## config.mk

```make
export PLATFORM = sky130hd
export DESIGN_NAME = legPipe
export DESIGN_NICKNAME = d
export VERILOG_FILES = /design/src/rtl/legPipePkg.sv /design/src/rtl/hazardUnit.sv /design/src/rtl/regFile.sv /design/src/rtl/execStage.sv /design/src/rtl/dataMem.sv /design/src/rtl/legPipe.sv
export VERILOG_INCLUDE_DIRS = /design/src /design/src/rtl
export SDC_FILE = /design/constraint.sdc
export NUM_CORES = 1
export LEC_CHECK = 0
export ABC_AREA = 1
export BUFFER_PORTS_ARGS = -buffer_cell sky130_fd_sc_hd__buf_2
export CAP_MARGIN = 20
export CORE_ASPECT_RATIO = 0.5
export CORE_UTILIZATION = 55
export CTS_CLUSTER_DIAMETER = 150
export DETAILED_ROUTE_END_ITERATION = 16
export PLACE_DENSITY = 0.69
export SLEW_MARGIN = 20
export SYNTH_ARGS = -nofsm -noshare
export SYNTH_HDL_FRONTEND = slang
export SYNTH_SLANG_ARGS = --single-unit
```

## constraint.sdc

```tcl
create_clock -name clk -period 7.5 [get_ports clk]
set_clock_uncertainty 0.1 [all_clocks]
set_input_delay 0.375 -clock clk [delete_from_list [all_inputs] [get_ports clk]]
set_output_delay 0.375 -clock clk [all_outputs]
set_load 0.02 [all_outputs]
```

## src/rtl/legPipe_defs.svh

```systemverilog
/* Sizes for the teaching pipeline. The instruction encoding assumes
   8 registers and a 16-bit word, so these values cannot change alone */
`ifndef LEG_PIPE_DEFS_SVH
`define LEG_PIPE_DEFS_SVH

// Data path, PC and instruction width
`define LEG_XLEN 16

// Architectural registers
`define LEG_NREGS 8

// Words of internal data memory
`define LEG_DMEM_DEPTH 16

`endif

```

## src/rtl/legPipePkg.sv

```systemverilog
/* Shared types for the five-stage pipeline
   Field widths follow the defines header */
`default_nettype none
`include "legPipe_defs.svh"

package legPipePkg;

  typedef logic [`LEG_XLEN-1:0] wordT;
  typedef logic [$clog2(`LEG_NREGS)-1:0] regT;

  // Three-bit opcode in the top of every instruction
  typedef enum logic [2:0] {
    opNop  = 3'd0,
    opAdd  = 3'd1,
    opSub  = 3'd2,
    opAddi = 3'd3,
    opLdr  = 3'd4,
    opStr  = 3'd5,
    opBeqz = 3'd6,
    opHalt = 3'd7
  } opT;

  // Register form
  typedef struct packed {
    opT         op;
    regT        rd, ra, rb;
    logic [3:0] unused;
  } rFormT;

  // Immediate form with a signed imm
  typedef struct packed {
    opT                op;
    regT               rd, ra;
    logic signed [6:0] imm;
  } iFormT;

  // One word seen through two views
  typedef union packed {
    rFormT rForm;
    iFormT iForm;
  } instrT;

  // Operand source picked in execute
  typedef enum logic [1:0] {
    fwdRf  = 2'b00,
    fwdWb  = 2'b01,
    fwdMem = 2'b10
  } fwdSelT;

  typedef struct packed {
    logic valid;
    opT   op;
    regT  rd, ra, rb;
    wordT a, b, imm, pc;
  } idExT;

  typedef struct packed {
    logic valid;
    opT   op;
    regT  rd;
    wordT result, storeData;
  } exMemT;

  typedef struct packed {
    logic valid;
    regT  rd;
    logic regWrite;
    wordT result;
  } memWbT;

  typedef struct packed {
    logic valid;
    regT  rd;
    wordT data;
  } wbT;

  typedef struct packed {
    regT  raE, rbE, rdE;
    logic loadE;
    regT  rdM;
    logic regWriteM;
    regT  rdW;
    logic regWriteW;
    regT  raD, rbD;
    logic useAD, useBD;
    logic branchTakenE;
    logic haltPending;
  } hazardInT;

  typedef struct packed {
    fwdSelT forwardA, forwardB;
    logic   stallF, stallD, flushD, flushE;
  } hazardCtlT;

endpackage

`default_nettype wire

```

## src/rtl/hazardUnit.sv

```systemverilog
/* Pure combinational hazard control for the pipeline
   Assumes only loads need a stall and branches resolve in execute */
`timescale 1ns/10ps
`default_nettype none

module hazardUnit
  import legPipePkg::*;
(
  input  hazardInT  hzIn,
  output hazardCtlT ctl
);

  logic ldrStall;
  logic useMatchA;
  logic useMatchB;

  // Newest producer wins, memory stage before writeback
  function automatic fwdSelT pickFwd(input regT src, input hazardInT h);
    if (h.regWriteM && (src == h.rdM))
      return fwdMem;
    else if (h.regWriteW && (src == h.rdW))
      return fwdWb;
    else
      return fwdRf;
  endfunction

  // Decode sources against the load in execute
  assign useMatchA = hzIn.useAD && (hzIn.raD == hzIn.rdE);
  assign useMatchB = hzIn.useBD && (hzIn.rbD == hzIn.rdE);

  // Load result is not ready until memory, so hold decode one cycle
  assign ldrStall = hzIn.loadE && (useMatchA || useMatchB);

  always_comb
  begin
    ctl.forwardA = pickFwd(hzIn.raE, hzIn);
    ctl.forwardB = pickFwd(hzIn.rbE, hzIn);

    // Load-use holds fetch and decode
    // Halt freezes fetch until reset, a taken branch still moves the PC
    ctl.stallF = ldrStall || (hzIn.haltPending && !hzIn.branchTakenE);
    ctl.stallD = ldrStall;

    // Taken branch kills the two younger instructions
    // After a halt nothing new enters decode
    ctl.flushD = hzIn.branchTakenE || hzIn.haltPending;

    // Bubble into execute on a load-use stall
    ctl.flushE = ldrStall || hzIn.branchTakenE;
  end

endmodule

`default_nettype wire

```

## src/rtl/regFile.sv

```systemverilog
/* Eight registers, two combinational reads, one write
   A read of the register written this cycle sees the new value */
`timescale 1ns/10ps
`default_nettype none
`include "legPipe_defs.svh"

module regFile
  import legPipePkg::*;
(
  input  logic  clk,
  input  logic  rstN,
  input  regT   raA, raB,
  output wordT  rdA, rdB,
  input  memWbT wb
);

  wordT regs [`LEG_NREGS];
  logic wrEn;

  assign wrEn = wb.valid && wb.regWrite;

  // All registers clear on reset
  always_ff @(posedge clk)
  begin
    if (!rstN)
    begin
      for (int i = 0; i < `LEG_NREGS; i++)
        regs[i] <= '0;
    end
    else if (wrEn)
      regs[wb.rd] <= wb.result;
  end

  // Write-through covers writeback to decode
  assign rdA = (wrEn && (wb.rd == raA)) ? wb.result : regs[raA];
  assign rdB = (wrEn && (wb.rd == raB)) ? wb.result : regs[raB];

endmodule

`default_nettype wire

```

## src/rtl/execStage.sv

```systemverilog
/* Execute stage, combinational, zero latency
   BEQZ tests operand A, target is pc plus one plus imm */
`timescale 1ns/10ps
`default_nettype none

module execStage
  import legPipePkg::*;
(
  input  idExT   ex,
  input  fwdSelT forwardA, forwardB,
  input  wordT   memResult, wbResult,
  output exMemT  exOut,
  output logic   branchTaken,
  output wordT   branchTarget
);

  wordT opA;
  wordT opB;

  // Operand mux shared by both sources
  function automatic wordT pickOperand(input fwdSelT sel, input wordT rfVal,
                                       input wordT memVal, input wordT wbVal);
    case (sel)
      fwdMem:  return memVal;
      fwdWb:   return wbVal;
      default: return rfVal;
    endcase
  endfunction

  assign opA = pickOperand(forwardA, ex.a, memResult, wbResult);
  assign opB = pickOperand(forwardB, ex.b, memResult, wbResult);

  always_comb
  begin
    exOut.valid = ex.valid;
    exOut.op    = ex.op;
    exOut.rd    = ex.rd;
    // Store data rides in operand B
    exOut.storeData = opB;

    case (ex.op)
      opAdd:
        exOut.result = opA + opB;
      opSub:
        exOut.result = opA - opB;
      // Same adder for add-immediate and load/store address
      opAddi, opLdr, opStr:
        exOut.result = opA + ex.imm;
      default:
        exOut.result = '0;
    endcase
  end

  // Branch on zero, resolved here
  assign branchTaken  = ex.valid && (ex.op == opBeqz) && (opA == '0);
  assign branchTarget = ex.pc + wordT'(1) + ex.imm;

endmodule

`default_nettype wire

```

## src/rtl/dataMem.sv

```systemverilog
/* 16-word data memory, written on the clock and read combinationally
   Only the low address bits are used, so addresses wrap */
`timescale 1ns/10ps
`default_nettype none
`include "legPipe_defs.svh"

module dataMem
  import legPipePkg::*;
(
  input  logic  clk,
  input  logic  rstN,
  input  exMemT mem,
  output wordT  loadData
);

  localparam int AddrW = $clog2(`LEG_DMEM_DEPTH);

  wordT             words [`LEG_DMEM_DEPTH];
  logic [AddrW-1:0] addr;

  // Address comes from the execute adder
  assign addr = mem.result[AddrW-1:0];

  always_ff @(posedge clk)
  begin
    if (!rstN)
    begin
      for (int i = 0; i < `LEG_DMEM_DEPTH; i++)
        words[i] <= '0;
    end
    else if (mem.valid && (mem.op == opStr))
      words[addr] <= mem.storeData;
  end

  // Top picks this up only for LDR
  assign loadData = words[addr];

endmodule

`default_nettype wire

```

## src/rtl/legPipe.sv

```systemverilog
/* Five-stage in-order pipeline, instruction memory served outside
   instr must return combinationally for the pc of the same cycle */
`timescale 1ns/10ps
`default_nettype none
`include "legPipe_defs.svh"

module legPipe
  import legPipePkg::*;
(
  input  logic  clk,
  input  logic  rstN,
  output wordT  pc,
  input  instrT instr,
  output wbT    retire,
  output logic  halted
);

  // Decode stage state
  instrT instrD;
  wordT  pcD;
  logic  validD;
  logic  haltPending;

  // Decode fields
  opT   opD;
  regT  raD, rbD;
  logic useAD, useBD;
  wordT rfA, rfB;

  // Pipeline registers
  idExT  idEx, idExNext;
  exMemT exMem, exOut;
  memWbT memWb;

  hazardInT  hzIn;
  hazardCtlT ctl;
  logic      branchTaken;
  wordT      branchTarget;
  wordT      loadData;
  wordT      memResult;

  function automatic logic writesReg(input opT op);
    return op inside {opAdd, opSub, opAddi, opLdr};
  endfunction

  // Fetch, a taken branch overrides any stall
  always_ff @(posedge clk)
  begin
    if (!rstN)
      pc <= '0;
    else if (branchTaken)
      pc <= branchTarget;
    else if (!ctl.stallF)
      pc <= pc + wordT'(1);
  end

  // Fetch to decode, flush beats stall
  always_ff @(posedge clk)
  begin
    if (!rstN)
      validD <= 1'b0;
    else if (ctl.flushD)
      validD <= 1'b0;
    else if (!ctl.stallD)
      validD <= 1'b1;
  end

  always_ff @(posedge clk)
  begin
    if (!ctl.stallD)
    begin
      instrD <= instr;
      pcD    <= pc;
    end
  end

  // Decode through both views of the word
  assign opD = instrD.rForm.op;
  assign raD = instrD.rForm.ra;
  // STR reads its data register from the rd field
  assign rbD = (opD == opStr) ? instrD.iForm.rd : instrD.rForm.rb;
  assign useAD = validD && (opD inside {opAdd, opSub, opAddi, opLdr, opStr, opBeqz});
  assign useBD = validD && (opD inside {opAdd, opSub, opStr});

  regFile uRegFile (
    .clk  (clk),
    .rstN (rstN),
    .raA  (raD),
    .raB  (rbD),
    .rdA  (rfA),
    .rdB  (rfB),
    .wb   (memWb)
  );

  always_comb
  begin
    idExNext.valid = validD;
    idExNext.op    = opD;
    idExNext.rd    = instrD.rForm.rd;
    idExNext.ra    = raD;
    idExNext.rb    = rbD;
    idExNext.a     = rfA;
    idExNext.b     = rfB;
    // Sign-extend the 7-bit immediate
    idExNext.imm   = {{(`LEG_XLEN-7){instrD.iForm.imm[6]}}, instrD.iForm.imm};
    idExNext.pc    = pcD;
  end

  // HALT sticks once it leaves decode unflushed
  always_ff @(posedge clk)
  begin
    if (!rstN)
      haltPending <= 1'b0;
    else if (validD && (opD == opHalt) && !ctl.flushD)
      haltPending <= 1'b1;
  end

  // Decode to execute, flush leaves a bubble
  always_ff @(posedge clk)
  begin
    if (!rstN)
      idEx.valid <= 1'b0;
    else if (ctl.flushE)
      idEx.valid <= 1'b0;
    else
      idEx <= idExNext;
  end

  execStage uExec (
    .ex           (idEx),
    .forwardA     (ctl.forwardA),
    .forwardB     (ctl.forwardB),
    .memResult    (memResult),
    .wbResult     (memWb.result),
    .exOut        (exOut),
    .branchTaken  (branchTaken),
    .branchTarget (branchTarget)
  );

  // Execute to memory
  always_ff @(posedge clk)
  begin
    if (!rstN)
      exMem.valid <= 1'b0;
    else
      exMem <= exOut;
  end

  dataMem uDataMem (
    .clk      (clk),
    .rstN     (rstN),
    .mem      (exMem),
    .loadData (loadData)
  );

  // Load data is ready here, so it forwards from memory too
  assign memResult = (exMem.op == opLdr) ? loadData : exMem.result;

  // Memory to writeback
  always_ff @(posedge clk)
  begin
    if (!rstN)
      memWb.valid <= 1'b0;
    else
    begin
      memWb.valid    <= exMem.valid;
      memWb.rd       <= exMem.rd;
      memWb.regWrite <= exMem.valid && writesReg(exMem.op);
      memWb.result   <= memResult;
    end
  end

  // Rises as HALT enters writeback
  always_ff @(posedge clk)
  begin
    if (!rstN)
      halted <= 1'b0;
    else if (exMem.valid && (exMem.op == opHalt))
      halted <= 1'b1;
  end

  always_comb
  begin
    hzIn.raE          = idEx.ra;
    hzIn.rbE          = idEx.rb;
    hzIn.rdE          = idEx.rd;
    hzIn.loadE        = idEx.valid && (idEx.op == opLdr);
    hzIn.rdM          = exMem.rd;
    hzIn.regWriteM    = exMem.valid && writesReg(exMem.op);
    hzIn.rdW          = memWb.rd;
    hzIn.regWriteW    = memWb.valid && memWb.regWrite;
    hzIn.raD          = raD;
    hzIn.rbD          = rbD;
    hzIn.useAD        = useAD;
    hzIn.useBD        = useBD;
    hzIn.branchTakenE = branchTaken;
    hzIn.haltPending  = haltPending;
  end

  hazardUnit uHazard (
    .hzIn (hzIn),
    .ctl  (ctl)
  );

  // Retire in the cycle of the register write
  assign retire = '{valid: memWb.valid && memWb.regWrite, rd: memWb.rd, data: memWb.result};

endmodule

`default_nettype wire

```

-- Word level (Yosys, flattened, before mapping)
Memories as Yosys holds them, arrays and structs flattened. A register that Yosys moved wholly into a read port is not among the register bits.
Index checks and enable logic that the tools add are counted.
- flip-flop bits (word level): 147
- bits in writable memories: 384
- input port bits: 18
- output and inout bits: 37
- word-level logic and storage cells: 122
- memories: 2
- memories (name ; words ; bits a word ; read ports ; clocked after Yosys merged registers in ; wr ports ; line ; RTL):
    uDataMem.words ; 16 ; 16 ; 1 ; 1 ; 16 ; dataMem.sv:18 ; wordT words [`LEG_DMEM_DEPTH];
    uRegFile.regs ; 8 ; 16 ; 2 ; 2 ; 8 ; regFile.sv:17 ; wordT regs [`LEG_NREGS];
- $add $sub $neg: 6
- eq/ne operators: 30
- mux-type cells: 25
- bitwise gates (word level): 2
- reductions and logical operators: 35
- operators with widths (operator ; count):
    16-bit two-way mux ; 5
    16-bit case mux with 2 select lines ; 2
    16-bit adder ; 3
    16-bit case mux with 3 select lines ; 1
    16-bit by 1-bit adder with 16-bit output (second input constant) ; 2
    16-bit OR reduction ; 2
    3-bit == test (second input constant) ; 10
    1-bit logical AND ; 19
    3-bit by 2-bit == test with 1-bit output (second input constant) ; 6
    3-bit == test ; 6
    16-bit zero test ; 1
    16-bit subtractor ; 1
    1-bit two-way mux ; 11
    3-bit by 1-bit == test with 1-bit output (second input constant) ; 3
    4-bit two-way mux ; 2
    3-bit two-way mux ; 2
    6-bit nonzero test ; 1
    2-bit by 1-bit == test with 1-bit output (second input constant) ; 2
    2-bit == test (second input constant) ; 2
    1-bit logical OR ; 4
    2-bit two-way mux ; 2
    4-bit nonzero test ; 1
    2-bit OR reduction ; 2
    3-bit nonzero test ; 1
    other kinds (5) ; 7

-- Longest topological paths before layout
- depth after elaboration: 14
- depth in mapped cells: 32
- gate-level depth less buffers: 30

-- By module
A second synthesis with hierarchy kept.
- cell total of the unflattened synthesis: 3456
- area total of the unflattened synthesis: 29744.8 um2
- modules (own cells, without submodules) (module ; instances ; cells an instance ; area each (um2) ; seq. area each (um2)):
    dataMem ; 1 ; 1384 ; 12243.0 ; 7687.4
    regFile ; 1 ; 1065 ; 7828.8 ; 3843.7
    legPipe ; 1 ; 405 ; 6428.7 ; 5154.9
    execStage ; 1 ; 534 ; 2919.0 ; 0.0
    hazardUnit ; 1 ; 68 ; 325.3 ; 0.0

-- Worst setup path after synthesis
Ideal clock, no wire load.
- path type: reg-to-reg
- start: reg memWb (netlist bit retire[16])
- end: reg idEx (netlist bit hzIn[19]) (enable)
- library setup time: 514 ps
- arrival: 5310 ps
- required time: 6886 ps
- setup slack: 1576 ps
- cell stages (with the launch flop): 17
- buffers on the path: 3
- period minus slack after synthesis: 5924 ps
- cell sequence: edfxtp_1 buf_2 o21ai_0 nor3_4 nand2_2 clkinv_2 buf_6 nand2_1 o31ai_1 a21oi_2 nor2_2 nand2_1 nor2_4 nand2_2 buf_6 nand2_1 a21oi_1
- word-level cells in the longest chain between the ends: 11
- elaborated cells between the ends (all ways): 12
- those cells by class: eq/ne (3); mux (3); bitwise (1); reduce/logical (5)
- RTL lines (element ; line ; RTL):
    from (decl) ; legPipe.sv:33 ; memWbT memWb;
    3-bit == test * ; hazardUnit.sv:21 ; else if (h.regWriteW && (src == h.rdW))
    1-bit logical AND * ; hazardUnit.sv:21 ;
    1-bit two-way mux * ; hazardUnit.sv:21 ;
    2-bit two-way mux * ; hazardUnit.sv:19 ; if (h.regWriteM && (src == h.rdM))
    2-bit by 1-bit == test with 1-bit output / 2-bit == test (equally long branches) ; execStage.sv:23 ; case (sel)
    16-bit case mux with 2 select lines * ; execStage.sv:23 ;
    16-bit zero test * ; execStage.sv:55 ; assign branchTaken = ex.valid && (ex.op == opBeqz) && (opA == '0);
    1-bit logical AND * ; execStage.sv:55 ;
    1-bit logical OR * ; hazardUnit.sv:49 ; ctl.flushE = ldrStall || hzIn.branchTakenE;
    1-bit inverter (no line) * ; -- ;
    2-bit AND reduction (no line) * ; -- ;
    to (signal assigned) ; legPipe.sv:126 ; idEx <= idExNext;
    to (decl) ; legPipe.sv:31 ; idExT idEx, idExNext;
Every way passes the cells marked *; elsewhere a longest branch is shown, timed or not.
A chain may end at the register's enable or synchronous reset.

==> impl_metrics.json <==
{
  "grt_pass1_vias": 19700,
  "hold_path.class": "in -> reg",
  "holdWs_ns": 0.102,
  "cts_buffers": 50,
  "post_cts_resized": 0,
  "fp.dieH_um": 163,
  "async_flop_share_pct": 0,
  "via_per_inst": 5.81,
  "area_delta_synth_final_pct": 7.22,
  "cts_buffer_depth": 3,
  "grt_max_degree": 106,
  "synth_area_um2": 28300,
  "die_x_um": 323,
  "pre_cts_ws_ns": 1.97,
  "period_minus_slack_ns": 5.70,
  "ys_types": 53,
  "layout.nets": 3046,
  "io_pins": 55,
  "grt_most_used_layer": "met2",
  "slowest_delay_ns": 0.79,
  "power_frac_seq_pct": 49.7,
  "cp_max_fo": 64,
  "drt_first_iter_violations": 2497,
  "leakage_nw": 12.4,
  "start_util_pct": 56.0,
  "worst_pin_slew_ns": 1.09,
  "dp_hpwl_um": 48500,
  "first_pass_iters": 6,
  "wirelength_um": 74700,
  "p_comb_share_pct": 15.6,
  "worst_ep_arrival_time_ns": 5.95,
  "cp-start-kind": "flip-flop",
  "met2_usage_pct": 42.7,
  "cp.required_ns": 7.75,
  "mappedNetlistNets": 3109,
  "yosys_warnings": 0,
  "postCtsSetupBuffers": 0,
  "vias": 21600,
  "synthCells": 3057,
  "power.switching_mw": 2.14,
  "ant_nets": 0,
  "status": "completed",
  "drive_gt1_share_pct": 6.57,
  "setup_viol": 0,
  "grt_pass1_wl_um": 115000,
  "netlist.area_leader.share_pct": 57.3,
  "synthTopCellsByArea": "edfxtp_1, nand2_1, nor2_1, nand3_1, o21ai_0",
  "yosysMostFrequentCell": "nand2_1",
  "die_area_um2": 52500,
  "yosys_register_bits": 567,
  "crit_type": "reg -> reg",
  "clk_latency_ns": 0.60,
  "cts_root_buf": "clkbuf_16",
  "grt_util_met1_pct": 42.6,
  "finalHoldViolations": 0,
  "drc": 0,
  "maxSlewHeadroom_pct": 27.4,
  "synth_common_cells": "nand2_1, edfxtp_1, nor2_1",
  "p_int_mw": 5.38,
  "rsz0062_at_grt": "no",
  "yosysSeqAreaShare_pct": 59.2,
  "ir_worst_vdd_mv": 0.193,
  "cts_htree_levels": 2,
  "drv_slew": 0,
  "antenna_found_initial": 1,
  "worst_setup_path_end_kind": "flip-flop",
  "fin_crit_sh_pct": 76.0,
  "final.setup.worst_slack_ns": 1.80,
  "critPathSlowestCell": "clkinv_2",
  "cp_common_cell": "nand2_1",
  "grt.total_usage_pct": 28.3,
  "synth_edf_count": 541,
  "gp_routability_congestion": 0.974,
  "grt-ovfl-total": 0,
  "io_buffers": 54,
  "drv_cap": 0,
  "wire_per_inst_um": 20.1,
  "power_density_nw_per_um2": 247,
  "design.core.area_um2": 50600,
  "cts_tree": "yes",
  "use_met3_pct": 4.28,
  "rows": 58,
  "path_clk_slew_ns": 0.07,
  "cts_sinks": 567,
  "synth_area_leader_cell": "edfxtp_1",
  "synthFlopType": "edfxtp_1",
  "tns_ns": 0,
  "sw_frac_of_total_pct": 28.4,
  "avgSynthCellArea_um2": 9.27,
  "power_frac_clock_pct": 34.6,
  "max_freq_mhz": 175,
  "postCtsHoldBufs": 16
}
sequential cells by signal, indices dropped and copies added, names as in the netlist, named ones only:
signal,flops
uDataMem.words,256
uRegFile.regs,128
idEx,59
exMem,39
retire,19
instrD,16
pcD,16
pc,16
hzIn,9
memWb,2
haltPending,1
halted,1
validD,1
power groups by stage:
stage               registers, mW  logic [mW]  clock network [mW]
finish                       3.74        1.18                2.60
global route                 3.75        1.29                2.74
CTS                          3.74        1.16                2.61
detailed placement           3.80        1.14                   0
global placement             3.80        1.13                   0
floorplan                    3.76       0.841                   0
logic make-up after synthesis:
logic type	count (synthesis)	synth area share, %
AO/OA/AOI/OAI	445	8.60
XOR/XNOR	41	1.27
adder cells (fa/ha/maj)	34	1.55
buffers and inverters	456	6.95
flip-flops	567	59.2
AND/OR/NAND/NOR	1514	22.5
layout make-up:
type | count | area, um^2
clock inverter | 26 | 277
fill | 4278 | 20200
timing repair buffer | 90 | 587
multi-input combinational | 2034 | 9620
antenna | 1 | 2.50
inverter | 251 | 945
tap | 690 | 863
sequential | 567 | 16800
clock buffer | 63 | 1320
cells in the final DEF (no fill, tap or decap), types with 3 or more instances in the layout:
master / n
a21oi_1: 148
a22oi_1: 3
a31oi_1: 10
buf_2: 53
buf_4: 20
bufinv_16: 5
clkbuf_1: 11
clkbuf_16: 50
clkinv_1: 10
clkinv_2: 8
dfxtp_1: 24
dlygate4sd3_1: 16
edfxtp_1: 541
ha_1: 32
inv_1: 239
inv_2: 8
nand2_1: 594
nand2_2: 10
nand3_1: 361
nand3_2: 5
nand3b_1: 3
nand4_1: 10
nor2_1: 483
nor2_2: 7
nor3_1: 16
o211ai_1: 34
o21a_1: 7
o21ai_0: 188
o21ai_1: 27
o221ai_1: 4
o22ai_1: 3
o31ai_1: 4
or2_1: 5
or2_2: 11
xnor2_1: 15
xor2_1: 26
final timing paths:
kind / from / endpoint / slack, ns / cells after the start
hold reg to reg: pcD[4] / idEx[4] / 0.29 / 0
setup reg to reg: flip-flop / exMem[31] / 1.80 / 27
hold / removal: rstN / exMem[32] / 0.10 / 1
setup / recovery: flip-flop / exMem[31] / 1.80 / 27
through the flow:
step                power, mW  instance area (um^2)  util (%)  instances
floorplan                4.60                 28300         -       3057
global placement         4.93                 28600      56.6       3616
detailed placement       4.95                 28600      56.6       3616
CTS                      7.50                 30400      60.1       3721
global route             7.78                 30400      60.1       3722
finish                   7.52                 30400      60.1       3722
routing by layer:
layer | wire length [um] | part of all wire (%) | vias to the layer above
li1 | - | - | 10200
met1 | 33000 | 44 | 10300
met2 | 33400 | 45 | 996
met3 | 6590 | 8.8 | 111
met4 | 1670 | 2.2 | 0
met5 | 0 | 0 | -
critical path, delay by kind of cell (launching register included):
kind	cells	cell delay [ns]
buffers and inverters	3	1.43
AOI/OAI and AO/OA	8	1.18
DFF	1	0.50
adders and majority gates	1	0.33
and+or+nand+nor	15	1.84
Power figures use the tool's default switching activity.
